`src/core_pkg.sv`:
```
package core_pkg;

	localparam int xlen = 64;
	localparam int ilen = 32;
	localparam int reg_addr_w = 5;

	localparam logic [xlen-1:0] reset_pc = 64'h0;

	// major opcodes
	localparam logic [6:0] op_rtype  = 7'b0110011;
	localparam logic [6:0] op_itype  = 7'b0010011;
	localparam logic [6:0] op_lui    = 7'b0110111;
	localparam logic [6:0] op_load   = 7'b0000011;
	localparam logic [6:0] op_store  = 7'b0100011;
	localparam logic [6:0] op_branch = 7'b1100011;
	localparam logic [6:0] op_jal    = 7'b1101111;

	localparam logic [2:0] f3_add   = 3'b000;   // add, sub, addi
	localparam logic [2:0] f3_xor   = 3'b100;
	localparam logic [2:0] f3_or    = 3'b110;
	localparam logic [2:0] f3_and   = 3'b111;
	localparam logic [2:0] f3_dword = 3'b011;   // ld, sd
	localparam logic [2:0] f3_beq   = 3'b000;
	localparam logic [2:0] f3_bne   = 3'b001;

	localparam logic [6:0] funct7_base = 7'b0000000;
	localparam logic [6:0] funct7_sub  = 7'b0100000;

	typedef enum logic [2:0] {
		alu_add,
		alu_sub,
		alu_and,
		alu_or,
		alu_xor,
		alu_pass_b   // lui
	} alu_op_t;

	// addi x0, x0, 0
	localparam logic [ilen-1:0] nop_instr = 32'h0000_0013;

endpackage

```
`src/regfile.sv`:
```
module regfile (
	input  logic clk,
	input  logic reset,
	input  logic [core_pkg::reg_addr_w-1:0] rs1_addr,
	input  logic [core_pkg::reg_addr_w-1:0] rs2_addr,
	input  logic wen,
	input  logic [core_pkg::reg_addr_w-1:0] wa,
	input  logic [core_pkg::xlen-1:0] wd,
	output logic [core_pkg::xlen-1:0] rs1_data,
	output logic [core_pkg::xlen-1:0] rs2_data
);
	import core_pkg::*;

	logic [xlen-1:0] regs [32];

	always_ff @(posedge clk) begin
		if (reset) begin
			for (int i = 0; i < 32; i++)
				regs[i] <= '0;
		end else if (wen && wa != '0) begin
			regs[wa] <= wd;
		end
	end

	// writeback in the same cycle wins over the stored value
	assign rs1_data = (rs1_addr == '0) ? '0 : ((wen && wa == rs1_addr) ? wd : regs[rs1_addr]);
	assign rs2_data = (rs2_addr == '0) ? '0 : ((wen && wa == rs2_addr) ? wd : regs[rs2_addr]);

endmodule

```
`config.mk`:
```
export PLATFORM = sky130hd
export DESIGN_NAME = regfile
export DESIGN_NICKNAME = d
export VERILOG_FILES = /design/src/core_pkg.sv /design/src/regfile.sv
export SDC_FILE = /design/constraint.sdc
export NUM_CORES = 2
export LEC_CHECK = 0
export BUFFER_PORTS_ARGS = -buffer_cell sky130_fd_sc_hd__buf_2
export CAP_MARGIN = 5
export CORE_MARGIN = 8
export CORE_UTILIZATION = 41
export DETAILED_ROUTE_END_ITERATION = 7
export PLACE_DENSITY = 0.6
export SLEW_MARGIN = 20
export SYNTH_ARGS = -nofsm -noshare
export SYNTH_HDL_FRONTEND = slang
export SYNTH_SLANG_ARGS = --single-unit
```
`constraint.sdc`:
```
create_clock -name clk -period 2.8 [get_ports clk]
set_input_delay 0.14 -clock clk [delete_from_list [all_inputs] [get_ports clk]]
set_output_delay 0.14 -clock clk [all_outputs]
set_load 0.005 [all_outputs]
```
=== Yosys cells after proc, flatten, opt, wreduce, memory -nomap -nowiden ===
Memories as Yosys holds them, arrays and structs flattened.
Index checks and enable logic that the tools add are counted.

* $add $sub $neg: 0
* Multiplexer cells: 12
* Multipliers: 0
* Equality and inequality tests: 2
* Div/mod/pow operators: 0
* Bitwise operators: 0
* $lt $le $gt $ge: 0
* Reduce and logical (&&, ||, !) cells: 7
* Shift-type cells: 0

{| class="wikitable"
|+ Operators by type and width
! operator !! number
|-
| two-way mux 64 bit || 5
|-
| OR reduction 64 bit || 1
|-
| equality test 5 bit || 2
|-
| zero test 5 bit || 2
|-
| two-way mux 1 bit || 6
|-
| two-way mux 5 bit || 1
|-
| nonzero test 5 bit || 1
|-
| logical AND 1 bit || 3
|}

* Bits in writable memories: 2048
* Register bits: 0
* Bits in read-only memories: 0
* Logic and storage cells: 22
* Latch bits: 0
* Memories: 1
* Output and inout bits: 128
* Bits of input ports: 82

{| class="wikitable"
|+ Memory list
! name !! words !! bits a word !! rd ports !! clocked after memory_dff !! write ports !! line !! RTL
|-
| regs || 32 || 64 || 2 || 0 || 32 || regfile.sv:14 || <nowiki>logic [xlen-1:0] regs [32];</nowiki>
|}

=== Depth between registers and ports, before layout ===
* Word-level depth: 7
* Gate-level depth with buffers: 10
* Depth with buffers taken out: 5

=== Worst setup path before layout ===
Ideal clock, no wire load.

* Kind: input-to-reg
* From: input port wa[2] (netlist bit)
* To: memory regs[4][0], enable pin
* Arrival time: 2.079 ns
* Cell stages on the path: 5
* Setup time: 0.394 ns
* Slack: 0.326 ns
* Path buffers: 2
* Required time: 2.406 ns
* Cell sequence: clkbuf_1 > or3b_1 > nor2_1 > clkbuf_1 > or2_2

{| class="wikitable"
|+ RTL lines
! element !! line !! RTL
|-
| start: declaration || regfile.sv:7 || <nowiki>input logic [core_pkg::reg_addr_w-1:0] wa,</nowiki>
|-
| end: declaration || regfile.sv:14 ||
|}

==> results.cfg <==
[worst_setup_path]
cp-end-kind = output pin
critPathMaxStageDelay_ns = 0.48
cp.arrival_ns = 2.92
crit_required_ns = 2.66
start_kind = flip-flop
crit_fanout = 2
crit_top_cell = mux4_2
crit_type = flip-flop to output pin
slowest_stage = mux4_2
cp_cell_sequence = mux4_2 -> mux4_2 -> nand2b_1 -> o2111ai_2 -> o211a_1 -> buf_2

[yosys]
syn_avg_cell_area_sq_um = 15.54
synth_top_family_by_area = multiplexers
yosys.area_share.simple_pct = 13.00
synth.cell_area_sq_um = 108000
synth_compound_area_share_pct = 3.895
yosys_register_bits = 2048
synth_warnings = 0
synth-xor-area-share_pct = 0.08109
synth-adder-area-share_pct = 0
netlist_instances = 6952
synth_mux_area_share_pct = 22.96
synthDistinctLibCells = 49
seq_area_frac_synth_pct = 56.94
synth_edf_count = 2048
ys.flop_type = edfxtp_1
synthArstFlopShare_pct = 0

[placement]
pre_cts_ws_ns = -0.1209
dp_hpwl_mm = 246.8
io_buffers = 209
gp_congestion = 0.8574
dp_cells = 10390

[clocking]
cts.htree.levels = 4
cts_tree = done
cts_buffers = 217
clk_pin_slew_ns = 0.06
cts_root_buf = clkbuf_16
cts_sinks = 2048
cts_buffer_depth = 3

[grt]
track_usage_pct = 30.82
grt_max_degree = 79
antenna_found_initial = 64
grt_first_pass_wirelength_mm = 599.1
grt-ovfl-total = 0
grt_pass1_vias = 72140

[layout]
fillCellCount = 22020
syn2layout_area_growth_pct = 15.74
final_util_pct = 47.66
reg_top3 = regs x2048
nets = 7248
drive_gt1_share_pct = 28.83
fin_cells = 10900
regMostFlops = regs
largest_reg_flops = 2048

[floorplan]
die_x_um = 529.2
rows = 188
pin_count = 210
dieHeight_um = 529.2
core-area_sq_um = 262300
dieArea_sq_um = 280100
initial_core_util_pct = 41.18

[min_path]
whs_path_depth = 4
hp-class = primary input to flip-flop
min_to = regs[11][60]
hp-start = wa[3]

[drt]
drc = 0
via_per_inst = 6.745
ant_nets = 0
via_count = 73530
wl_per_cell_um = 40.62
drt_wl_total_mm = 442.8
first_iter_violations = 13580
firstDrtPassIters = 6

[power_and_ir_drop]
powerDensity_nw_per_um2 = 604.6
leakage_uw = 0.04313
ir_drop_uv = 698.7

[sta]
rsz0062_at_grt = true
hold_viol = 0
setup_viol = 20
worstMarginPinSlew_ns = 1.216
fin_crit_ns = 3.061
fin_ws_ns = -0.2613
post-route-period-util_pct = 109.3
clock.fmax_mhz = 326.7
maxSlewHeadroom_pct = 18.90
slew_violations = 0

[outcome]
status = complete, but fails checks
violations = setup timing

[run]
drv_cap = 0
## worst max path at each step
| stage | slack [ns] | cells past startpoint | startpoint | to |
|---|---|---|---|---|
| finish | -0.26 | 6 | regs[3][12] | rs1_data[12] |
| global route | -0.33 | 6 | regs[3][12] | rs1_data[12] |
| CTS | -0.29 | 6 | regs[3][12] | rs1_data[12] |
| detailed placement | -0.12 | 9 | rs1_addr[0] | rs1_data[41] |
| global placement | -0.13 | 9 | rs1_addr[0] | rs1_data[41] |
| floorplan | 0.33 | 5 | wa[2] | regs[4][0] |
## placed cells by master, fill, tap and decap left out, types with 11 or more instances in the layout
master         Yosys  layout
o22ai_1          212     210
clkbuf_16          0     221
a211oi_1          57      47
a22o_1           116     105
clkinv_2           0      32
conb_1             1      64
o221ai_1          13      11
nand2b_1          18      11
diode_2            0      35
bufinv_16          0      20
buf_12             0     210
edfxtp_1        2048    2048
a21oi_1           42      37
nor4_1            35      34
nand3_1           47      43
mux4_2          1015    1015
buf_2            111     190
and2_1          1987    1985
clkinv_1           0      61
nand2_1           85      80
clkbuf_1         569      53
nor2_4             0      34
a22oi_1          106     100
dlygate4sd3_1      0      65
or2_4              0      31
nor3_1            32      31
buf_6             12      12
mux2i_1          184     178
buf_4             42     241
## logic make-up after synthesis
| logic type | count (synthesis) |
|---|---|
| xor+xnor | 10 |
| flops | 2048 |
| buf+inv | 793 |
| compound gates | 585 |
| mux | 1208 |
| simple gates | 2307 |
| other cells | 1 |
## metal layers
layer / global-route usage, % / vias to the layer above / part of all wire (%)
met3: 8.355 / 1439 / 14
met2: 47.48 / 6468 / 45
met5: 0.5982 / - / 0.073
met1: 40.05 / 38090 / 35
li1: - / 27510 / -
met4: 16.17 / 24 / 6.2
## synth_stat cells (4+ instances only)
master     number  area, sq um
a211oi_1       57        427.9
a21oi_1        42        210.2
a22o_1        116         1016
a22oi_1       106        795.8
a32oi_1         4        35.03
and2_1       1987        12430
buf_1          57        214.0
buf_2         111        555.5
buf_4          42        315.3
buf_6          12        135.1
clkbuf_1      569         2136
edfxtp_1     2048        61500
mux2_2          9        101.4
mux2i_1       184         1842
mux4_2       1015        22860
nand2_1        85        319.1
nand2b_1       18        112.6
nand3_1        47        235.2
nand3b_1        7        52.55
nor2_1         44        165.2
nor2b_1         8        50.05
nor3_1         32        160.2
nor4_1         35        219.0
o2111ai_1      10        87.58
o211a_1         7        70.07
o21ai_0         4        20.02
o221ai_1       13        113.9
o22ai_1       212         1326
or2_2          31        193.9
or3_1           4        25.02
xnor2_1         6        52.55
xor2_1          4        35.03
## timing repair
action / 4_1_cts / 5_1_grt
gates resized for setup: 52 / 24
hold buffers: 65 / 0
hold endpoints to repair: 2013 / 0
pin swaps: 25 / 10
endpoints found under the setup margin: 30 / 32
buffers inserted: 6 / 1
## through the flow
step / total power (uW) / cell area [sq um] / TNS [ns] / hold WS [ns]
after floorplan: 42010 / 108200 / 0 / 0.3382
after global placement: 46440 / 116800 / -0.1344 / 0.7593
after detailed placement: 46600 / 116800 / -0.1209 / 0.7656
after CTS: 75450 / 124800 / -3.249 / 0.1329
after global routing: 77110 / 124900 / -4.083 / 0.1518
final: 75580 / 125000 / -2.665 / 0.1944
## critical path, delay by kind of cell, from the launching register on
| kind | cells | cell delay [ns] |
|---|---|---|
| AO/OA/AOI/OAI | 2 | 0.37 |
| buffers and inverters | 1 | 0.15 |
| flip-flops | 1 | 0.44 |
| multiplexers | 2 | 0.94 |
| AND/OR/NAND/NOR | 1 | 0.12 |
## final cells by class
cell class	count	area (sq um)	share of cell area, %
diodes	35	87.58	0.07006
clock buffers	274	5729	4.583
clock inverters	130	1308	1.046
inverters	2	7.507	0.006005
multi-input cells	4174	44150	35.32
flip-flops and latches	2048	61500	49.20
well taps	3515	4398	3.518
repair buffers	723	7825	6.260
## where the power goes
| part | total, uW | switching, uW | internal (uW) |
|---|---|---|---|
| combinational | 10100 | 5780 | 4350 |
| clock | 29200 | 12900 | 16300 |
| sequential | 36300 | 849 | 35400 |
| total | 75600 | 19500 | 56100 |
No activity file was read; power rests on OpenSTA's default activity.
