**src/core_pkg.sv**
```systemverilog
package core_pkg;

	localparam int xlen = 64;
	localparam int ilen = 32;
	localparam int reg_addr_w = 5;

	localparam logic [xlen-1:0] reset_pc = 64'h0;

	// major opcodes
	localparam logic [6:0] op_rtype  = 7'b0110011;
	localparam logic [6:0] op_itype  = 7'b0010011;
	localparam logic [6:0] op_lui    = 7'b0110111;
	localparam logic [6:0] op_load   = 7'b0000011;
	localparam logic [6:0] op_store  = 7'b0100011;
	localparam logic [6:0] op_branch = 7'b1100011;
	localparam logic [6:0] op_jal    = 7'b1101111;

	localparam logic [2:0] f3_add   = 3'b000;   // add, sub, addi
	localparam logic [2:0] f3_xor   = 3'b100;
	localparam logic [2:0] f3_or    = 3'b110;
	localparam logic [2:0] f3_and   = 3'b111;
	localparam logic [2:0] f3_dword = 3'b011;   // ld, sd
	localparam logic [2:0] f3_beq   = 3'b000;
	localparam logic [2:0] f3_bne   = 3'b001;

	localparam logic [6:0] funct7_base = 7'b0000000;
	localparam logic [6:0] funct7_sub  = 7'b0100000;

	typedef enum logic [2:0] {
		alu_add,
		alu_sub,
		alu_and,
		alu_or,
		alu_xor,
		alu_pass_b   // lui
	} alu_op_t;

	// addi x0, x0, 0
	localparam logic [ilen-1:0] nop_instr = 32'h0000_0013;

endpackage

```
**src/memory_stage.sv**
```systemverilog
module memory_stage (
	input  logic clk,
	input  logic reset,
	input  logic stall,
	input  logic ex_valid,
	input  logic [core_pkg::xlen-1:0] ex_pc,
	input  logic [core_pkg::reg_addr_w-1:0] ex_rd,
	input  logic [core_pkg::xlen-1:0] ex_result,
	input  logic [core_pkg::xlen-1:0] ex_store_data,
	input  logic ex_reg_write,
	input  logic ex_mem_read,
	input  logic ex_mem_write,
	input  logic dresp_data_ok,
	input  logic [core_pkg::xlen-1:0] dresp_rdata,
	output logic dreq_valid,
	output logic dreq_write,
	output logic [core_pkg::xlen-1:0] dreq_addr,
	output logic [core_pkg::xlen-1:0] dreq_wdata,
	output logic mem_busy,
	output logic wb_valid,
	output logic [core_pkg::xlen-1:0] wb_pc,
	output logic [core_pkg::reg_addr_w-1:0] wb_rd,
	output logic [core_pkg::xlen-1:0] wb_data,
	output logic wb_reg_write
);
	import core_pkg::*;

	logic access, done;
	logic [xlen-1:0] load_q, load_val;

	assign access = ex_valid & (ex_mem_read | ex_mem_write);
	assign dreq_valid = access & ~done;   // one request per EX/MEM entry
	assign dreq_write = ex_mem_write;
	assign dreq_addr = ex_result;
	assign dreq_wdata = ex_store_data;
	assign mem_busy = dreq_valid & ~dresp_data_ok;
	assign load_val = done ? load_q : dresp_rdata;

	// data_ok came while the pipe was frozen for fetch
	always_ff @(posedge clk) begin
		if (reset)
			done <= 1'b0;
		else if (!stall)
			done <= 1'b0;
		else if (dreq_valid && dresp_data_ok)
			done <= 1'b1;
	end

	always_ff @(posedge clk) begin
		if (dreq_valid && dresp_data_ok)
			load_q <= dresp_rdata;
	end

	always_ff @(posedge clk) begin
		if (reset) begin
			wb_valid <= 1'b0;
			wb_reg_write <= 1'b0;
		end else if (!stall) begin
			wb_valid <= ex_valid;
			wb_reg_write <= ex_valid & ex_reg_write;
		end
	end

	always_ff @(posedge clk) begin
		if (!stall) begin
			wb_pc <= ex_pc;
			wb_rd <= ex_rd;
			wb_data <= (ex_rd == '0) ? '0 : (ex_mem_read ? load_val : ex_result);
		end
	end

endmodule

```
**config.mk**
```make
export PLATFORM = sky130hd
export DESIGN_NAME = memory_stage
export DESIGN_NICKNAME = d
export VERILOG_FILES = /design/src/core_pkg.sv /design/src/memory_stage.sv
export SDC_FILE = /design/constraint.sdc
export NUM_CORES = 1
export LEC_CHECK = 0
export BUFFER_PORTS_ARGS = -buffer_cell sky130_fd_sc_hd__buf_4
export CAP_MARGIN = 20
export CELL_PAD_IN_SITES_DETAIL_PLACEMENT = 1
export CELL_PAD_IN_SITES_GLOBAL_PLACEMENT = 2
export CORE_AREA = 2 2 208 210
export DETAILED_ROUTE_END_ITERATION = 10
export DIE_AREA = 0 0 210 212
export HOLD_SLACK_MARGIN = 0.02
export PLACE_DENSITY_LB_ADDON = 0.1
export SYNTH_ARGS = -nofsm -noshare
export SYNTH_HDL_FRONTEND = slang
export SYNTH_SLANG_ARGS = --single-unit
```
**constraint.sdc**
```tcl
create_clock -name clk -period 5.11 [get_ports clk]
set_clock_uncertainty 0.1 [all_clocks]
set_input_delay 0.7665 -clock clk [delete_from_list [all_inputs] [get_ports clk]]
set_output_delay 0.7665 -clock clk [all_outputs]
set_load 0.005 [all_outputs]
```
==> Yosys cells after proc, flatten, opt, wreduce, memory -nomap -nowiden <==
Cells that the tools add are included.
{ "op_classes": {"n_mux": 2, "bitwise": 8, "reduce_logical": 3} }
{ "op_table": {"columns": ["cell", "count"], "rows": [
  ["64-bit 2-to-1 mux", 2],
  ["5-bit zero test", 1],
  ["1-bit bitwise AND", 4],
  ["1-bit inverter", 3],
  ["2-bit OR reduction", 1],
  ["1-bit logical AND", 1],
  ["1-bit OR", 1]
]} }
{ "totals": {"register_bits": 200, "input_bits": 269, "out_inout_bits": 266, "word_cells": 20} }

==> Logic depth before layout (Yosys ltp) <==
{ "depth": {"ltp_word": 4, "ltp_mapped": 5, "ltp_nobuf": 3} }

==> Least setup slack after synthesis <==
Ideal clock, no wire load.
{ "synth_timing": {"kind": "input -> register", "start": "input stall", "end": "register wb_data[0] (netlist name), enable pin", "setup_time_ns": 0.487, "arrival_time_ns": 3.362, "required_time_ns": 4.523, "path_slack_ns": 1.161, "stages": 1, "n_path_buf": 0, "path_cell_list": "inv_1"} }
{ "synth_lines": {"columns": ["element", "line", "source"], "rows": [
  ["from (decl)", "memory_stage.sv:4", "input logic stall,"],
  ["to (signal assigned)", "memory_stage.sv:68", "wb_data <= (ex_rd == '0) ? '0 : (ex_mem_read ? load_val : ex_result);"],
  ["to (decl)", "memory_stage.sv:23", "output logic [core_pkg::xlen-1:0] wb_data,"]
]} }
No word-level cell between the ends.

==> Final worst setup path <==
{ "layout_timing": {"start": "input ex_mem_read", "end": "output mem_busy"} }
{ "layout_between": {"elab_chain_len": 4} }
{ "layout_lines": {"columns": ["element", "line", "source"], "rows": [
  ["from (decl)", "memory_stage.sv:11", "input logic ex_mem_read,"],
  ["1-bit OR", "memory_stage.sv:31", "assign access = ex_valid & (ex_mem_read | ex_mem_write);"],
  ["1-bit bitwise AND", "memory_stage.sv:31", null],
  ["1-bit bitwise AND", "memory_stage.sv:32", "assign dreq_valid = access & ~done;"],
  ["1-bit bitwise AND", "memory_stage.sv:36", "assign mem_busy = dreq_valid & ~dresp_data_ok;"],
  ["to (decl)", "memory_stage.sv:19", "output logic mem_busy,"]
]} }
Every way passes these cells.

==> metrics.md <==
| Metric | Value |
|---|---|
| Yosys cell types | 21 |
| Min cycle time layout | 2.91 ns |
| Starting Density | 20.2% |
| Cell family contributing the most delay on the critical path | buffers and inverters |
| Cell taking the most area after synthesis | edfxtp_1 |
| EDFF count, synth | 197 |
| Reg2Reg Launch Point | done |
| Fraction of layout cells with a size suffix above 1 | 52.5% |
| Post-CTS Setup Inserts | 0 |
| Grt ovf | 0 |
| Count leader, synth | edfxtp_1 |
| Fin. max-slew vios | 0 |
| Slew HR | 34.7% |
| Register area share after synthesis | 69.7% |
| Max_cap viols | 0 |
| DR vias | ~5500 |
| Final Power | roughly 0.0038 W |
| Worst-Margin Slew | 0.980 ns |
| CP Data Arrival Time | a little over 2 ns |
| Latest clock arrival within the worst-skew pair | 0.45 ns |
| Crit path max fanout | 64 |
| Worst EP required | 4.24 ns |
| Global placement routability congestion | 0.762 |
| Iter 0 DRT Violations | 183 |
| Worst-case clock buffer depth | 2 |
| # rows | 76 |
| Reg2Reg Depth | 2 |
| Most used DFF post-synth | edfxtp_1 |
| Root Driver | clkbuf_16 |
| Most used cell, CP | buf_4 |
| Worst hold slack | 0.371 ns |
| Avg Inst Size Synth | 15.2 sq um |
| CP Capture Type | primary output |
| Ports | 535 |
| Num Clock Sinks | 200 |
| Cts hold-fix bufs | 0 |
| Die area | 44500 sq um |
| Unrepaired setup endpoints after global routing | no |
| Largest net degree at the start of global routing | 67 |
| Synth async-reset ratio | 0% |
| R2R Path End | load_q[26] |
| Status | complete, no violations |
| Mapped Nets | 832 |
| Cell count after synthesis | 563 |
| Hold wc startpoint | wb_reg_write |
| Buf/Inv on CP | 2 |
| Max frequency | 344 MHz |
| Area contributors post-synth | edfxtp_1 (69%), buf_4 (12%), mux2i_1 (7.6%) |
| First drt pass iteration count | 4 |
| Die W | 210 microns |
| TNS Setup | 0 ns |
| Inserted Diodes | 0 |
| Post-CTS resize count | 0 |
| Final worst-path cycle share | 56.9% |
| Nets | around 1100 |
| Cells along the critical path | buf_4 -> or2_2 -> and3b_1 -> nor2b_1 -> buf_4 |
| HP Class | flip-flop to flip-flop |
| Top cell type's share of synthesized area | ~70% |
| Wirelength per Cell | just over 20 microns |
| CTS H-Tree Depth | 4 |
| Critical Path Start Type | input port |
| Largest stage delay, worst path | 0.52 ns |
| DIE HEIGHT | 212 microns |
| WS Path Type | input port to primary output |
| Slowest CP cell | buf_4 |
| Antenna violations before repair | 6 |
| Vias in the first global route | slightly below 6000 |
| Peak supply drop | 0.166 mV |
| DRT antenna net count | 0 |
| First-pass GRT wire length | 40400 microns |
| Global Route Usage Sum | 12.6% |
| Detailed-placement wirelength estimate | ~21000 microns |
| DRC viols | 0 |
| WHS Endpoint | wb_reg_write |
| # setup viols final | 0 |
| Port Buffers | 406 |
| P_leak | 4.55 nW |
| FF/Latch Area | 5980 sq um |
| YS warnings | 0 |
| Area delta synth->final | 37.8% |
| Fillers | approximately 4600 |
| Multi-input gate area | 1460 sq um |
| Post-Route WL | 28500 microns |
| FF+latch count, synth | 200 |
| CTS tree | done |
| Final Hold Viols | 0 |
| Hold Path Depth | 2 |
| FF-to-FF setup slack | 2.89 ns |
| Synth cell count leaders | edfxtp_1 (197), buf_4 (136), mux2i_1 (65), nor2_1 (65), a211oi_1 (64) |
| Core area | 42500 sq um |
| Total CTS buffers | 17 |
| Post-Syn Area | 8570 sq um |
| Via density | 3.97 |
| Pwr dens | 322 nW/um^2 |
| Clk slew on worst S/H paths | 0.07 ns |
## cell families after synthesis
kind of cell	after synthesis	synth area share [%]
compound gates	66	5.74
flops	200	69.7
mux	65	7.59
buf+inv	158	13.3
simple gates	74	3.69
## worst max-delay path by stage
stage | startpoint | endpoint | slack, ns | depth (start not counted)
2_1_floorplan | stall | wb_data[0] | 1.16 | 1
3_3_place_gp | ex_mem_read | load_q[30] | 1.98 | 4
3_5_place_dp | ex_mem_read | load_q[28] | 1.93 | 4
4_1_cts | ex_mem_read | mem_busy | 2.16 | 5
5_1_grt | ex_mem_read | mem_busy | 2.08 | 5
6_report | ex_mem_read | mem_busy | 2.20 | 5
## layout by cell type (no fill, tap or decap), types with 2 or more instances in the layout
cell type / instances
clkinvlp_4: 4
buf_4: 410
mux2i_1: 65
clkbuf_16: 17
dfxtp_1: 2
nor2_1: 65
clkinv_4: 4
edfxtp_1: 197
inv_6: 3
bufinv_16: 2
clkinv_1: 2
a211oi_1: 64
## per-stage QoR
| step | area, sq um | instances | worst slack (ns) | utilization, % |
|---|---|---|---|---|
| 5_1_grt | 11800 | 1395 | 2.08 | 27.8 |
| 4_1_cts | 11800 | 1394 | 2.16 | 27.7 |
| 3_5_place_dp | 11200 | 1362 | 1.93 | 26.4 |
| 2_1_floorplan | 8570 | 563 | 1.16 | - |
| 6_report | 11800 | 1395 | 2.20 | 27.8 |
| 3_3_place_gp | 11200 | 1362 | 1.98 | 26.4 |
## layout make-up
cell class	count	area share, %
timing repair buffer	411	26.2
clock buffer	18	3.63
sequential	200	50.6
inverter	1	0.0742
tap	546	5.78
multi-input combinational	205	12.4
clock inverter	14	1.27
## per-layer routing
layer / global-route usage [%] / vias up / part of all wire, %
met1: 13.6 / 2642 / 38
met2: 20.6 / 333 / 48
met3: 6.78 / 45 / 12
met5: 0 / - / 0.27
met4: 4.87 / 12 / 1.8
li1: - / 2510 / -
## power by group
group	switching, W	internal, W
registers	0.0000372	0.00193
clock network	0.000649	0.000724
logic	0.000201	0.000268
total	0.000887	0.00292
## state kept, by name, indices dropped and copies added (netlist names)
signal        count
wb_reg_write      1
wb_pc            64
wb_valid          1
wb_rd             5
load_q           64
done              1
wb_data          64
## worst reg2reg max path: stages (launching register included)
cell and delay, ns:
dfxtp_4 0.55, and3b_1 0.34, and2_4 0.77
Power figures use the tool's default switching activity.
