<file path="src/core_pkg.sv">
package core_pkg;

	localparam int xlen = 64;
	localparam int ilen = 32;
	localparam int reg_addr_w = 5;

	localparam logic [xlen-1:0] reset_pc = 64'h0;

	// major opcodes
	localparam logic [6:0] op_rtype  = 7'b0110011;
	localparam logic [6:0] op_itype  = 7'b0010011;
	localparam logic [6:0] op_lui    = 7'b0110111;
	localparam logic [6:0] op_load   = 7'b0000011;
	localparam logic [6:0] op_store  = 7'b0100011;
	localparam logic [6:0] op_branch = 7'b1100011;
	localparam logic [6:0] op_jal    = 7'b1101111;

	localparam logic [2:0] f3_add   = 3'b000;   // add, sub, addi
	localparam logic [2:0] f3_xor   = 3'b100;
	localparam logic [2:0] f3_or    = 3'b110;
	localparam logic [2:0] f3_and   = 3'b111;
	localparam logic [2:0] f3_dword = 3'b011;   // ld, sd
	localparam logic [2:0] f3_beq   = 3'b000;
	localparam logic [2:0] f3_bne   = 3'b001;

	localparam logic [6:0] funct7_base = 7'b0000000;
	localparam logic [6:0] funct7_sub  = 7'b0100000;

	typedef enum logic [2:0] {
		alu_add,
		alu_sub,
		alu_and,
		alu_or,
		alu_xor,
		alu_pass_b   // lui
	} alu_op_t;

	// addi x0, x0, 0
	localparam logic [ilen-1:0] nop_instr = 32'h0000_0013;

endpackage

</file>
<file path="src/fetch_stage.sv">
module fetch_stage (
	input  logic clk,
	input  logic reset,
	input  logic stall,
	input  logic flush,
	input  logic redirect,
	input  logic [core_pkg::xlen-1:0] redirect_pc,
	input  logic iresp_data_ok,
	input  logic [core_pkg::ilen-1:0] iresp_data,
	output logic ireq_valid,
	output logic [core_pkg::xlen-1:0] ireq_addr,
	output logic fetch_busy,
	output logic if_valid,
	output logic [core_pkg::xlen-1:0] if_pc,
	output logic [core_pkg::ilen-1:0] if_instr
);
	import core_pkg::*;

	logic [xlen-1:0] pc, pc_next;
	logic [ilen-1:0] buf_instr, cur_instr;
	logic buf_valid, buf_valid_next;
	logic drop;
	logic advance, req_done, req_wait, resp_good, word_ready;

	assign advance = ~stall;
	assign req_done = ireq_valid & iresp_data_ok;
	assign req_wait = ireq_valid & ~iresp_data_ok;
	assign resp_good = req_done & ~drop;   // stale words never reach IF/ID
	assign word_ready = buf_valid | resp_good;
	assign cur_instr = buf_valid ? buf_instr : iresp_data;
	assign fetch_busy = ~word_ready & ~redirect;   // a redirect bubbles IF/ID anyway

	assign pc_next = ~advance ? pc : (redirect ? redirect_pc : pc + 4);
	assign buf_valid_next = advance ? 1'b0 : (buf_valid | resp_good);

	always_ff @(posedge clk) begin
		if (reset) begin
			pc <= reset_pc;
			buf_valid <= 1'b0;
			drop <= 1'b0;
			ireq_valid <= 1'b0;
			ireq_addr <= reset_pc;
		end else begin
			pc <= pc_next;
			buf_valid <= buf_valid_next;
			if (req_done)
				drop <= 1'b0;
			else if (advance && req_wait)
				drop <= 1'b1;   // redirected under an open request
			// address stays put until data_ok
			if (!req_wait) begin
				ireq_valid <= ~buf_valid_next;
				ireq_addr <= pc_next;
			end
		end
	end

	always_ff @(posedge clk) begin
		if (resp_good && !advance)
			buf_instr <= iresp_data;
		if (advance)
			if_pc <= pc;
	end

	always_ff @(posedge clk) begin
		if (reset) begin
			if_valid <= 1'b0;
			if_instr <= nop_instr;
		end else if (advance) begin
			if (flush) begin
				if_valid <= 1'b0;
				if_instr <= nop_instr;
			end else begin
				if_valid <= 1'b1;
				if_instr <= cur_instr;
			end
		end
	end

endmodule

</file>
<file path="config.mk">
export PLATFORM = sky130hd
export DESIGN_NAME = fetch_stage
export DESIGN_NICKNAME = d
export VERILOG_FILES = /design/src/core_pkg.sv /design/src/fetch_stage.sv
export SDC_FILE = /design/constraint.sdc
export NUM_CORES = 1
export LEC_CHECK = 0
export BUFFER_PORTS_ARGS = -buffer_cell sky130_fd_sc_hd__buf_4
export CAP_MARGIN = 20
export CORE_MARGIN = 8
export CORE_UTILIZATION = 40
export CTS_CLUSTER_DIAMETER = 30
export DETAILED_ROUTE_END_ITERATION = 7
export SLEW_MARGIN = 20
export SYNTH_ARGS = -nofsm -noshare
export SYNTH_HDL_FRONTEND = slang
export SYNTH_SLANG_ARGS = --single-unit
</file>
<file path="constraint.sdc">
create_clock -name clk -period 4.25 [get_ports clk]
set_input_delay 0.2125 -clock clk [delete_from_list [all_inputs] [get_ports clk]]
set_output_delay 0.2125 -clock clk [all_outputs]
set_load 0.02 [all_outputs]
</file>
# Yosys cells after proc, flatten, opt, wreduce, memory -nomap -nowiden
# Index checks and enable logic that the tools add are counted.
# word_totals
register_bits	260
latch_bits	0
ram_bits	0
romBits	0
input_bits	102
word_cells	30
n_memories	0
# op_classes
addsub	1
multipliers	0
n_div	0
order_cmp	0
eq_ne	0
shifts	0
n_mux	6
bitwise_logic	11
n_reduce_logical	3
# ops
cell	count
2-to-1 mux 64 bit	2
adder 64 x 3 -> 64 bit (second input constant)	1
2-to-1 mux 32 bit	2
inverter 1 bit	6
bitwise AND 1 bit	4
logical AND 1 bit	2
2-to-1 mux 1 bit	2
OR reduction 2 bit	1
OR 1 bit	1

# Logic depth before layout (Yosys ltp)
# logic_depth
ltp_word	5
depth_mapped	9

# Worst setup path before layout
# OpenSTA, ideal clock, no wires.
# synth_timing
path_kind	in2reg
from	input port stall
to	register buf_instr[0] (enable)
arrival_time_ps	4177
required_ps	3789
path_slack_ps	-388
path_stages	4
cell_sequence	clkinv_1 clkbuf_1 clkbuf_1 nor3_1
# synth_between
elab_chain_len	1
# synth_lines
element	line	source
from (decl)	fetch_stage.sv:4	input logic stall,
logical AND 1 bit	fetch_stage.sv:59	if (resp_good && !advance)
to (signal assigned)	fetch_stage.sv:60	buf_instr <= iresp_data;
to (decl)	fetch_stage.sv:20	logic [ilen-1:0] buf_instr, cur_instr;
# No other way between the ends.
# A chain may end at the register's enable or synchronous reset.

# Worst setup path in the final report
# layout_timing
from	register pc[2]
to	register pc[54]
# layout_between
elab_chain_len	3
# layout_lines
element	line	source
from (decl)	fetch_stage.sv:19	logic [xlen-1:0] pc, pc_next;
from (signal assigned)	fetch_stage.sv:38	pc <= reset_pc;
from (signal assigned)	fetch_stage.sv:44	pc <= pc_next;
adder 64 x 3 -> 64 bit	fetch_stage.sv:33	assign pc_next = ~advance ? pc : (redirect ? redirect_pc : pc + 4);
2-to-1 mux 64 bit (2 in series)	fetch_stage.sv:33	
# No other way between the ends.

==> out/qor.log <==
qor: power.power_switching 0.002024 W
qor: global_route.track_usage 0.2266
qor: critical_path.critical_path.startpoint pc[2]$_SDFF_PP0_
qor: place.io_buffers 264
qor: synthesis.synth-seq-cells 260
qor: synthesis.yosys.area.top_type_share 0.2901
qor: sta.worst_pin_slew 0.9325 ns
qor: route.route.detailed.vias_per_inst 5.629
qor: power.power.density 502.9 mW/mm2
qor: power.p_int 0.006079 W
qor: power.vdd_ir_drop_max 0.3201 mV
qor: sta.final_min_period_over_clock_period 0.7153
qor: global_route.grt_max_degree 73
qor: critical_path.regToRegStartpoint pc[2]$_SDFF_PP0_
qor: critical_path.critical_path.n_buffers_inverters 0
qor: clock_tree.tritoncts yes
qor: place.place_hpwl 26990 um
qor: clock_tree.root_buffer sky130_fd_sc_hd__clkbuf_16
qor: cells_and_area.final-instance-count-excl-fill 1886
qor: clock_tree.clock_latency 0.56 ns
qor: power.seqPwrFrac 0.354
qor: sta.worst_clock_skew 0.02279 ns
qor: cells_and_area.post_route_cells_drive_above_1_share 0.2918
qor: synthesis.post-synth-top-area-cell sky130_fd_sc_hd__dfxtp_1
qor: worst_hold_path.min_from redirect_pc[27]
qor: floorplan.io_pins 265
qor: global_route.globalRouteOverflowTotal 0
qor: critical_path.critPathLaunchType flop
qor: floorplan.fp.dieArea 0.03394 mm2
qor: worst_hold_path.timing.hold.worst.class primary input to flop
qor: route.drc 0
qor: clock_tree.clk_transition_reported_paths 0.05 ns
qor: sta.setup_repair_after_global_routing_missed_its_margin no
qor: clock_tree.numClockSinks 260
qor: sta.timing.slew.headroom 0.3732
qor: synthesis.post_synth_main_area_contributors sky130_fd_sc_hd__dfxtp_1 29%, sky130_fd_sc_hd__edfxtp_1 25%, sky130_fd_sc_hd__nor2_1 4.8%
qor: synthesis.postSynthNetCount 1255
qor: sta.setup_tns 0 ns
qor: cells_and_area.finish.utilization 0.5783
qor: floorplan.dieHeight 184.2 um
qor: route.routed_wirelength 39860 um
qor: cells_and_area.multiInputGateArea 0.004775 mm2
qor: synthesis.synth-seq-area-share 0.5448
qor: power.p_comb_frac 0.105
qor: global_route.groute.layer.met3.usage 0.07738
qor: critical_path.worstPathRequired 4.64 ns
qor: global_route.antenna_found_initial 2
qor: synthesis.post_synth_most_frequent_cells 164 x sky130_fd_sc_hd__dfxtp_1, 145 x sky130_fd_sc_hd__nor2_1, 96 x sky130_fd_sc_hd__edfxtp_1
qor: clock_tree.post_cts.resized_instances 0
qor: synthesis.synthesis.instances 1152
qor: critical_path.worst_path_largest_cell_delay 0.74 ns
qor: power.power.switching_fraction 0.2498
qor: critical_path.critical_path.cell_chain ha_1 > nand3_1 > nor4_2 > nand4_1 > nor3_1 > a41oi_1 > nor4b_1
qor: floorplan.die-width 184.2 um
qor: run.drv_cap 0
qor: power.power_leakage 6.275 nW
qor: cells_and_area.area_growth_syn_to_layout 42.34%
qor: route.routed-via-count 10620
qor: critical_path.peak_fanout_along_the_critical_path 8
qor: synthesis.synth_flop_cell sky130_fd_sc_hd__dfxtp_1
qor: cells_and_area.insertedDiodeCount 0
qor: critical_path.worst_ep_arrival_time 3.43 ns
qor: route.initial_drc_count 976
qor: critical_path.path_class flop to flop
qor: sta.setup_viol_count_final 0
qor: cells_and_area.finalNetCount 1564
qor: place.place_inst 1725
qor: global_route.grt.met1_usage 0.2904
qor: synthesis.synth_async_sr_flop_share 0
qor: clock_tree.ctsHtreeMaxLevel 2
qor: clock_tree.clock_tree.buffer_depth 3
qor: route.detail_route.first_pass.iterations 6
qor: route.route.detailed.wl_per_inst 21.13 um
qor: sta.fin_crit 3.040 ns
qor: global_route.grt_use_met2 0.3418
qor: clock_tree.cts_inserted_buffers 57
qor: critical_path.cpMaxStageDelayCell sky130_fd_sc_hd__nor4_2
qor: global_route.grt_first_pass_wirelength 61220 um
qor: synthesis.yosysMostFrequentCell sky130_fd_sc_hd__dfxtp_1
qor: synthesis.avgSynthCellArea 9.825 um2
qor: synthesis.synth-edff-count 96
qor: run_status.run_status completed
qor: synthesis.synthesis.area 0.01132 mm2
qor: critical_path.endpoint_kind flop
qor: sta.timing.fmax 329.0 MHz
qor: floorplan.initial_standard_cell_utilization_of_the_core 0.4063
qor: synthesis.yosys.cell_types.count 71
qor: floorplan.placement_rows 61
qor: power.clkPwrFrac 0.541
qor: floorplan.design.core.area 0.02786 mm2
qor: sta.timing.final.max_slew_violations 0
qor: cells_and_area.footprint_of_the_flip_flops_and_latches 0.006166 mm2
qor: sta.final_hold_viol_count 0
qor: global_route.via_count_of_the_first_global_routing_pass 10710
qor: synthesis.synth-warning-count 0
qor: global_route.globalRoute.busiestLayer met2
qor: critical_path.cpLargestDelayFamily simple AND/OR/NAND/NOR gates
qor: route.drtAntennaViolNets 0
qor: place.place.gp.congestion 0.9067
qor: cells_and_area.num-fill-cells 2406
layout by cell type (no fill, tap or decap), types with 43 or more instances in the layout:
cell	synthesis	layout
sky130_fd_sc_hd__dfxtp_1	164	164
sky130_fd_sc_hd__nand3_1	45	45
sky130_fd_sc_hd__dlygate4sd3_1	0	55
sky130_fd_sc_hd__nor3_1	44	43
sky130_fd_sc_hd__nand2_1	85	85
sky130_fd_sc_hd__clkbuf_16	0	59
sky130_fd_sc_hd__a22oi_1	45	45
sky130_fd_sc_hd__buf_4	0	282
sky130_fd_sc_hd__nor2_1	145	143
sky130_fd_sc_hd__edfxtp_1	96	96
sky130_fd_sc_hd__a21oi_1	51	51
worst reg2reg max path: stages (launching register included):
cell                      delay [ns]
sky130_fd_sc_hd__dfxtp_1        0.43
sky130_fd_sc_hd__ha_1           0.25
sky130_fd_sc_hd__nand3_1        0.21
sky130_fd_sc_hd__nor4_2         0.74
sky130_fd_sc_hd__nand4_1        0.46
sky130_fd_sc_hd__nor3_1         0.44
sky130_fd_sc_hd__a41oi_1        0.16
sky130_fd_sc_hd__nor4b_1        0.20
final cells by class:
cell class              count  area share
multi-input cells         785      0.2964
well taps                 378     0.02936
flip-flops and latches    260      0.3827
inverters                  20    0.004815
clock buffers              69     0.09646
repair buffers            337      0.1656
clock inverters            37     0.02470
routing by layer:
metal | vias to the layer above | share of wire | routed length, um
li1 | 5007 | - | -
met1 | 5029 | 0.42 | 16730
met2 | 481 | 0.44 | 17580
met3 | 95 | 0.10 | 4036
met4 | 4 | 0.037 | 1481
met5 | - | 0.00068 | 27
power groups by stage:
stage               Clock, W  Combinational, W  Sequential, W
floorplan                  0          0.000333        0.00300
global placement           0          0.000803        0.00291
detailed placement         0          0.000808        0.00291
CTS                  0.00443          0.000853        0.00287
global route         0.00458          0.000916        0.00289
finish               0.00438          0.000849        0.00287
registers in the layout, summed over array words and instances, names as in the netlist:
register / count
if_valid: 1
if_pc: 64
drop: 1
buf_valid: 1
ireq_valid: 1
buf_instr: 32
if_instr: 32
ireq_addr: 64
pc: 64
repair_timing:
| action | 4_1_cts | 5_1_grt |
|---|---|---|
| hold buffers | 55 | 0 |
| buffers inserted | 0 | 0 |
| endpoints found under the hold margin | 60 | 0 |
cells by family (layout without fill, tap and decap cells):
group	after synthesis	in the layout	synth area share
AND/OR/NAND/NOR	442	442	0.1938
AO/OA/AOI/OAI	293	293	0.1773
flip-flops	260	260	0.5448
buffers and inverters	107	463	0.03571
multiplexers	48	48	0.04654
adder cells (fa/ha/maj)	1	1	0.001105
XOR/XNOR	1	1	0.0007740
metrics by stage:
stage	cell area [um2]	power (W)	setup slack, ns	hold slack (ns)
3_5_place_dp	13610	0.003721	1.276	0.4005
3_3_place_gp	13600	0.003714	1.252	0.4005
4_1_cts	16110	0.008155	1.252	0.007670
6_report	16110	0.008103	1.210	0.01516
2_1_floorplan	11320	0.003330	0.08531	0.3098
5_1_grt	16110	0.008383	0.9771	0.02515
final timing paths:
kind,slack (ns),cells past startpoint,endpoint
hold reg to reg,0.43,0,if_pc[49]$_DFFE_PN_
setup reg to reg,1.21,7,pc[54]$_SDFF_PP0_
setup / recovery,1.21,7,pc[54]$_SDFF_PP0_
hold / removal,0.02,4,pc[27]$_SDFF_PP0_
Power figures use the tool's default switching activity.
