--- config.mk ---
export PLATFORM = sky130hd
export DESIGN_NAME = execute_stage
export DESIGN_NICKNAME = d
export VERILOG_FILES = /design/src/core_pkg.sv /design/src/execute_stage.sv
export SDC_FILE = /design/constraint.sdc
export NUM_CORES = 1
export LEC_CHECK = 0
export BUFFER_PORTS_ARGS = -buffer_cell sky130_fd_sc_hd__buf_2
export CAP_MARGIN = 30
export CORE_AREA = 5 5 242 244
export CTS_BUF_LIST = sky130_fd_sc_hd__clkbuf_8
export CTS_CLUSTER_SIZE = 30
export DETAILED_ROUTE_END_ITERATION = 6
export DIE_AREA = 0 0 247 249
export HOLD_SLACK_MARGIN = 0.02
export PLACE_DENSITY = 0.7
export SLEW_MARGIN = 0
export SYNTH_ARGS = -nofsm -noshare
export SYNTH_HDL_FRONTEND = slang
export SYNTH_SLANG_ARGS = --single-unit
--- constraint.sdc ---
create_clock -name clk -period 20.7 [get_ports clk]
set_clock_uncertainty 0.15 [all_clocks]
set_input_delay 1.035 -clock clk [delete_from_list [all_inputs] [get_ports clk]]
set_output_delay 1.035 -clock clk [all_outputs]
set_load 0.005 [all_outputs]
--- src/core_pkg.sv ---
package core_pkg;

	localparam int xlen = 64;
	localparam int ilen = 32;
	localparam int reg_addr_w = 5;

	localparam logic [xlen-1:0] reset_pc = 64'h0;

	// major opcodes
	localparam logic [6:0] op_rtype  = 7'b0110011;
	localparam logic [6:0] op_itype  = 7'b0010011;
	localparam logic [6:0] op_lui    = 7'b0110111;
	localparam logic [6:0] op_load   = 7'b0000011;
	localparam logic [6:0] op_store  = 7'b0100011;
	localparam logic [6:0] op_branch = 7'b1100011;
	localparam logic [6:0] op_jal    = 7'b1101111;

	localparam logic [2:0] f3_add   = 3'b000;   // add, sub, addi
	localparam logic [2:0] f3_xor   = 3'b100;
	localparam logic [2:0] f3_or    = 3'b110;
	localparam logic [2:0] f3_and   = 3'b111;
	localparam logic [2:0] f3_dword = 3'b011;   // ld, sd
	localparam logic [2:0] f3_beq   = 3'b000;
	localparam logic [2:0] f3_bne   = 3'b001;

	localparam logic [6:0] funct7_base = 7'b0000000;
	localparam logic [6:0] funct7_sub  = 7'b0100000;

	typedef enum logic [2:0] {
		alu_add,
		alu_sub,
		alu_and,
		alu_or,
		alu_xor,
		alu_pass_b   // lui
	} alu_op_t;

	// addi x0, x0, 0
	localparam logic [ilen-1:0] nop_instr = 32'h0000_0013;

endpackage

--- src/execute_stage.sv ---
module execute_stage (
	input  logic clk,
	input  logic reset,
	input  logic stall,
	input  logic flush,
	input  logic id_valid,
	input  logic [core_pkg::xlen-1:0] id_pc,
	input  logic [core_pkg::reg_addr_w-1:0] id_rs1,
	input  logic [core_pkg::reg_addr_w-1:0] id_rs2,
	input  logic [core_pkg::xlen-1:0] id_rs1_val,
	input  logic [core_pkg::xlen-1:0] id_rs2_val,
	input  logic [core_pkg::xlen-1:0] id_imm,
	input  logic [core_pkg::reg_addr_w-1:0] id_rd,
	input  core_pkg::alu_op_t id_alu_op,
	input  logic id_use_imm,
	input  logic id_reg_write,
	input  logic id_mem_read,
	input  logic id_mem_write,
	input  logic id_branch,
	input  logic id_branch_ne,
	input  logic id_jump,
	input  logic wb_reg_write,
	input  logic [core_pkg::reg_addr_w-1:0] wb_rd,
	input  logic [core_pkg::xlen-1:0] wb_data,
	output logic redirect,
	output logic [core_pkg::xlen-1:0] redirect_pc,
	output logic ex_valid,
	output logic [core_pkg::xlen-1:0] ex_pc,
	output logic [core_pkg::reg_addr_w-1:0] ex_rd,
	output logic [core_pkg::xlen-1:0] ex_result,
	output logic [core_pkg::xlen-1:0] ex_store_data,
	output logic ex_reg_write,
	output logic ex_mem_read,
	output logic ex_mem_write
);
	import core_pkg::*;

	logic [xlen-1:0] src_a, src_b, op_b, alu_out, result;
	logic ex_fwd_ok, take;

	// a load in EX/MEM has only its address so far
	assign ex_fwd_ok = ex_reg_write & ~ex_mem_read & (ex_rd != '0);

	always_comb begin
		if (ex_fwd_ok && ex_rd == id_rs1)
			src_a = ex_result;
		else if (wb_reg_write && wb_rd != '0 && wb_rd == id_rs1)
			src_a = wb_data;
		else
			src_a = id_rs1_val;
		if (ex_fwd_ok && ex_rd == id_rs2)
			src_b = ex_result;
		else if (wb_reg_write && wb_rd != '0 && wb_rd == id_rs2)
			src_b = wb_data;
		else
			src_b = id_rs2_val;
	end

	assign op_b = id_use_imm ? id_imm : src_b;

	always_comb begin
		case (id_alu_op)
			alu_sub:    alu_out = src_a - op_b;
			alu_and:    alu_out = src_a & op_b;
			alu_or:     alu_out = src_a | op_b;
			alu_xor:    alu_out = src_a ^ op_b;
			alu_pass_b: alu_out = op_b;
			default:    alu_out = src_a + op_b;
		endcase
	end

	assign result = id_jump ? id_pc + 4 : alu_out;   // jal links pc+4
	assign take = id_jump | (id_branch & ((src_a == src_b) ^ id_branch_ne));
	assign redirect = take;
	assign redirect_pc = id_pc + id_imm;

	always_ff @(posedge clk) begin
		if (reset) begin
			ex_valid <= 1'b0;
			ex_reg_write <= 1'b0;
			ex_mem_read <= 1'b0;
			ex_mem_write <= 1'b0;
		end else if (!stall) begin
			ex_valid <= id_valid & ~flush;
			ex_reg_write <= id_reg_write & ~flush;
			ex_mem_read <= id_mem_read & ~flush;
			ex_mem_write <= id_mem_write & ~flush;
		end
	end

	always_ff @(posedge clk) begin
		if (!stall) begin
			ex_pc <= id_pc;
			ex_rd <= id_rd;
			ex_result <= result;
			ex_store_data <= src_b;
		end
	end

endmodule

# Yosys cells after proc, flatten, opt, wreduce, memory -nomap -nowiden
# Cells that the tools add are included.
# Widths: inputs -> output; s select.
# totals
reg_bits,201
input_bits,356
word_cells,50
output_inout_bits,266
# op_classes
mux,7
bitwise,14
eq_ne,10
reduce_logical,7
add_sub_neg,4
# ops
cell,n
$mux 64,6
$pmux 64 s5,1
$add 64x64->64,2
$add 64x3->64 const B,1
$and 64x64->64,1
$eq 64x64->1,1
$or 64x64->64,1
$sub 64x64->64,1
$xor 64x64->64,1
$eq 5x5->1,4
$reduce_bool 5->1,2
$and 1x1->1,7
$eq 3x2->1 const B,2
$eq 3x3->1 const B,2
$logic_and 1x1->1,5
$eq 3x1->1 const B,1
$not 1->1,2
$or 1x1->1,1
$xor 1x1->1,1

# Depth between registers and ports, before layout
# logic_depth
ltp_word,9
ltp_mapped,29
ltp_nobuf,24

# Worst setup path before layout
# OpenSTA, ideal clock, no wires.
# synth_timing
path_type,input-to-reg
startpoint,input port wb_rd[1] (netlist name)
endpoint,register ex_result[63] (netlist name) (data pin)
path_slack_ns,13.593
arrival_ns,6.696
path_stages,25
path_buffers,2
setup_time_ns,0.262
t_required_ns,20.288
cell_sequence,or4_4 > o211a_4 > buf_2 > and3_1 > o311ai_1 > nor4b_2 > nand3_1 > nor4_4 > and2_1 > nand2_1 > nand2_1 > xnor2_1 > ha_1 > clkbuf_1 > a21o_1 > a21o_1 > a221o_1 > a311oi_1 > o21a_1 > a2bb2oi_1 > o21ai_1 > a2111o_1 > a41oi_1 > and4b_1 > nor3_2
# synth_between
elab_chain_cells,9
elab_cells_between_ends,18
cone_classes,add/sub (2); eq/ne (2); mux (7); bitwise (3); reduce/logical (4)
# synth_lines
element,line_no,source
from (decl),execute_stage.sv:23,"input logic [core_pkg::reg_addr_w-1:0] wb_rd,"
$reduce_bool 5->1,"execute_stage.sv:47, execute_stage.sv:53",
$logic_and 1x1->1,"execute_stage.sv:47, execute_stage.sv:53",
$logic_and 1x1->1,execute_stage.sv:53,else if (wb_reg_write && wb_rd != '0 && wb_rd == id_rs2)
$mux 64,execute_stage.sv:53,
$mux 64,execute_stage.sv:51,if (ex_fwd_ok && ex_rd == id_rs2)
$mux 64,execute_stage.sv:59,assign op_b = id_use_imm ? id_imm : src_b;
"$add 64x64->64, or another cell as far along",execute_stage.sv:68,default: alu_out = src_a + op_b;
$pmux 64 s5 (*),execute_stage.sv:62,case (id_alu_op)
$mux 64 (*),execute_stage.sv:72,assign result = id_jump ? id_pc + 4 : alu_out;
net result[63],execute_stage.sv:38,"logic [xlen-1:0] src_a, src_b, op_b, alu_out, result;"
to (signal assigned),execute_stage.sv:95,ex_result <= result;
to (decl),execute_stage.sv:30,"output logic [core_pkg::xlen-1:0] ex_result,"
# The timed path passes the listed nets; every way through them passes the cells marked *.
# A chain may end at the register's enable or synchronous reset.

# Worst setup path after layout
# layout_timing
startpoint,register ex_rd[1] (netlist name)
endpoint,register ex_result[63] (netlist name) (data pin)
# layout_between
elab_chain_cells,8
elab_cells_between_ends,16
cone_classes,add/sub (2); eq/ne (2); mux (5); bitwise (4); reduce/logical (3)
# layout_lines
element,line_no,source
from (decl),execute_stage.sv:29,"output logic [core_pkg::reg_addr_w-1:0] ex_rd,"
from (signal assigned),execute_stage.sv:94,ex_rd <= id_rd;
$reduce_bool 5->1,execute_stage.sv:42,assign ex_fwd_ok = ex_reg_write & ~ex_mem_read & (ex_rd != '0);
$and 1x1->1,execute_stage.sv:42,
$logic_and 1x1->1 (*),execute_stage.sv:51,
$mux 64 (*),execute_stage.sv:51,
net src_b[5],execute_stage.sv:38,
$mux 64 (*),execute_stage.sv:59,
$add 64x64->64 or $sub 64x64->64 (tied branches),"execute_stage.sv:68, execute_stage.sv:63",
$pmux 64 s5 (*),execute_stage.sv:62,
$mux 64 (*),execute_stage.sv:72,
net result[63],execute_stage.sv:38,
# Marks and branches as above.

==> summary.md <==
| Metric | Value |
|---|---|
| Die span in y | `around 250 um` |
| Synth Net Count | `between 3000 and 4000` |
| Critical Path RT | `20.93 ns` |
| Syn Inst Count | `3220` |
| Sequential area share after synthesis | `a little under a quarter` |
| Cts bufs inserted | `44` |
| EDFF count, synth | `between 150 and 200` |
| Fmax | `about 100 MHz` |
| Dpl hpwl | `approximately 91 mm` |
| Depth of the CTS H-tree | `2` |
| Logic pwr share | `between 40% and 50%` |
| Layout Area Growth over Synthesis | `18.2%` |
| Multiplexer share of the synthesized area | `under 10%` |
| Worst EP arrival | `approximately 9.8 ns` |
| GRT Util Overall | `35.2%` |
| Failing checks | `design-rule violations` |
| Commonest non-fill, non-tap cell in the layout | `buf_2` |
| Worst-Margin Slew | `roughly 1.0 ns` |
| Via density | `a little over 6` |
| Die area | `between 60000 and 70000 sq um` |
| LEAKAGE | `about 0.013 uW` |
| RD Place Congestion | `roughly 0.98` |
| Type of origin of the critical path | `flop` |
| Clock network fraction of total power | `a little over a quarter` |
| Mean routed wirelength per cell | `~26 um` |
| Vias | `28100` |
| GR Layer Usage met3 | `8.56%` |
| Global routing usage on met2 | `between 50% and 60%` |
| IO Pins | `~620` |
| Largest family of logic cells by synthesized area | `compound AO/OA/AOI/OAI gates` |
| Die X | `roughly 250 um` |
| RSZ-0062 raised after global routing | `no` |
| Worst-skew pair later-pin latency | `approximately 0.65 ns` |
| Root Buffer | `clkbuf_8` |
| DR DRC count | `20` |
| CTS Hold Bufs | `0` |
| Max clock buf depth | `3` |
| R2R Setup Slk | `between 10 and 15 ns` |
| Std-Cell Rows | `just under 90` |
| GR Layer Usage met1 | `a little under half` |
| Ys async rst share | `0%` |
| Final Total Pwr | `1800 uW` |
| Avg Cell Area, Syn | `between 7 and 8 sq um` |
| Highest fanout seen on the critical path | `62` |
| Xor and xnor area share after synthesis | `between 10% and 20%` |
| Final setup fails | `0` |
| TritonCTS Sinks | `about 200` |
| Most frequent cells in the layout | `buf_2 (621), a21oi_1 (315), nor2_1 (294)` |
| Crit share post-route | `46.2%` |
| Max-slew violations | `0` |
| Antenna viol nets, final | `0` |
| Post-CTS setup buffer count | `0` |
| First-pass GRT wire length | `166 mm` |
| Ys Warns | `0` |
| Internal power | `around 1100 uW` |
| Simple logic cell fraction of the synthesized area | `17.7%` |
| Final hold violations | `0` |
| Layout cells sized above 1 | `between 20% and 30%` |
| Post-Syn Area | `around 26000 sq um` |
| Outcome | `finished with violations` |
| Core footprint | `between 50000 and 60000 sq um` |
| Clock transition at path regs | `0.06 ns` |
| Post-Synth Adder-Cell Area | `between 10% and 20%` |
| Busiest grt layer | `met2` |
| Initial DRC Count | `roughly 3200` |
| Sw frac | `~41%` |
| Vias in the first global route | `25900` |
| CTS resizes | `0` |
| Input/output buffers | `roughly 620` |
| Power Density | `slightly below 60 nW/um^2` |
| Nets | `about 4400` |
| Crit. End Element | `flop` |
| VDD IR max | `around 0.050 mV` |
| Initial antenna violation count | `17` |
| Total congestion overflow | `0` |
| HP Class | `flop to flop` |
| Yosys cell types | `90` |
| DR pass1 iterations | `7` |
| Largest net degree at the start of global routing | `95` |
| Sequential power share | `around 29%` |
| Effective utilization at floorplan | `approximately 46%` |
| Post-synthesis register bit count | `around 200` |
| Final min period | `9.55 ns` |
| Net Sw Power | `739 uW` |
| Final wirelength | `116 mm` |
| Top_reg_cell synth | `edfxtp_1` |
| Setup TNS | `0 ns` |
| Compound-gate portion of the synthesized area | `approximately a quarter` |
| Slew margin rel. | `29.0%` |
| WS Path Type | `flop to flop` |
| CTS tree | `built` |
| MaxCap Viol Count | `0` |
kinds of logic after synthesis:
family | Yosys count
compound gates | 1005
simple gates | 940
flops | 201
xor+xnor | 302
buf+inv | 392
mux | 122
fa+ha+maj | 258
final cells by class:
cell class                      count  area, sq um
Clock buffer                       48          661
Sequential cell                   201         6000
Inverter                          207          785
Multi-Input combinational cell   2627        18100
Fill cell                        5496        25900
Timing Repair Buffer              663         3450
Tap cell                          756          946
Clock inverter                     33          246
Antenna cell                       11         27.5
routing by layer:
metal / share of wire [%] / vias up
met3: 11 / 344
met2: 44 / 1685
met1: 39 / 13200
met4: 5.7 / 10
li1: - / 12900
met5: 0.056 / -
sequential cells by signal, indices dropped and copies added, names as in the netlist:
signal         cells
ex_mem_read        1
ex_mem_write       1
ex_pc             64
ex_rd              5
ex_reg_write       1
ex_result         64
ex_store_data     64
ex_valid           1
final timing paths:
path | from | to | cells after the start
setup / recovery | ex_rd[1] | ex_result[63] | 25
hold / removal | ex_mem_write | ex_mem_write | 2
setup reg to reg | ex_rd[1] | ex_result[63] | 25
hold reg to reg | ex_mem_write | ex_mem_write | 2
cell usage after synthesis (19+ instances only):
| library cell | count | share of area (%) |
|---|---|---|
| and2_1 | 32 | 0.78 |
| edfxtp_1 | 197 | 23 |
| o21ai_0 | 170 | 3.3 |
| mux2i_1 | 119 | 4.7 |
| a21oi_1 | 315 | 6.2 |
| buf_1 | 20 | 0.29 |
| a21o_1 | 96 | 2.8 |
| inv_1 | 204 | 3.0 |
| and3_1 | 37 | 0.91 |
| a211oi_1 | 79 | 2.3 |
| a311oi_1 | 25 | 0.86 |
| o21ai_1 | 23 | 0.45 |
| xnor2_1 | 228 | 7.8 |
| o211ai_1 | 21 | 0.62 |
| ha_1 | 256 | 13 |
| clkbuf_1 | 144 | 2.1 |
| xor2_1 | 74 | 2.5 |
| o22ai_1 | 22 | 0.54 |
| nand2_1 | 208 | 3.1 |
| nand4_1 | 56 | 1.4 |
| o21bai_1 | 20 | 0.59 |
| nand3_1 | 125 | 2.5 |
| nand2b_1 | 19 | 0.47 |
| o21a_1 | 19 | 0.56 |
| a31oi_1 | 74 | 1.8 |
| nor2_1 | 298 | 4.4 |
| nor3_1 | 74 | 1.5 |
stage by stage:
step                      area (sq um)  setup WS (ns)  instances  hold slack [ns]  util [%]
after floorplan                  25500          13.59       3220            0.335         -
after global placement           29200          11.22       4451            0.319      52.1
after detailed placement         29200          11.01       4453            0.339      52.1
after CTS                        30100          11.36       4534            0.351      53.7
after global routing             30200          10.65       4543            0.364      53.8
final                            30200          11.15       4546            0.344      53.8
power by group through the flow:
stage	registers [uW]	logic [uW]	clock network, uW
after floorplan	526	480	0
after global placement	527	771	0
after detailed placement	527	774	0
after CTS	520	779	489
after global routing	523	854	506
final	521	796	483
worst max-delay path, stage by stage (launching register included):
cell       delay (ns)
edfxtp_1         0.48
nor4_1           0.44
a211o_2          0.21
buf_4            0.59
or2_4            0.47
buf_4            0.61
a31oi_1          0.34
a2111oi_2        0.86
nand4_1          0.28
nor4_4           0.63
and2_1           0.37
nand2_1          0.19
nand2_1          0.12
xnor2_1          0.07
ha_1             0.39
a21o_1           0.19
a21o_1           0.17
a221o_1          0.35
a311oi_1         0.26
o21a_1           0.29
a2bb2oi_1        0.37
o21ai_1          0.30
a2111o_1         0.53
a41oi_1          0.26
and4b_1          0.24
nor3_2           0.05
Note: power is estimated with default switching activity, not from simulation.
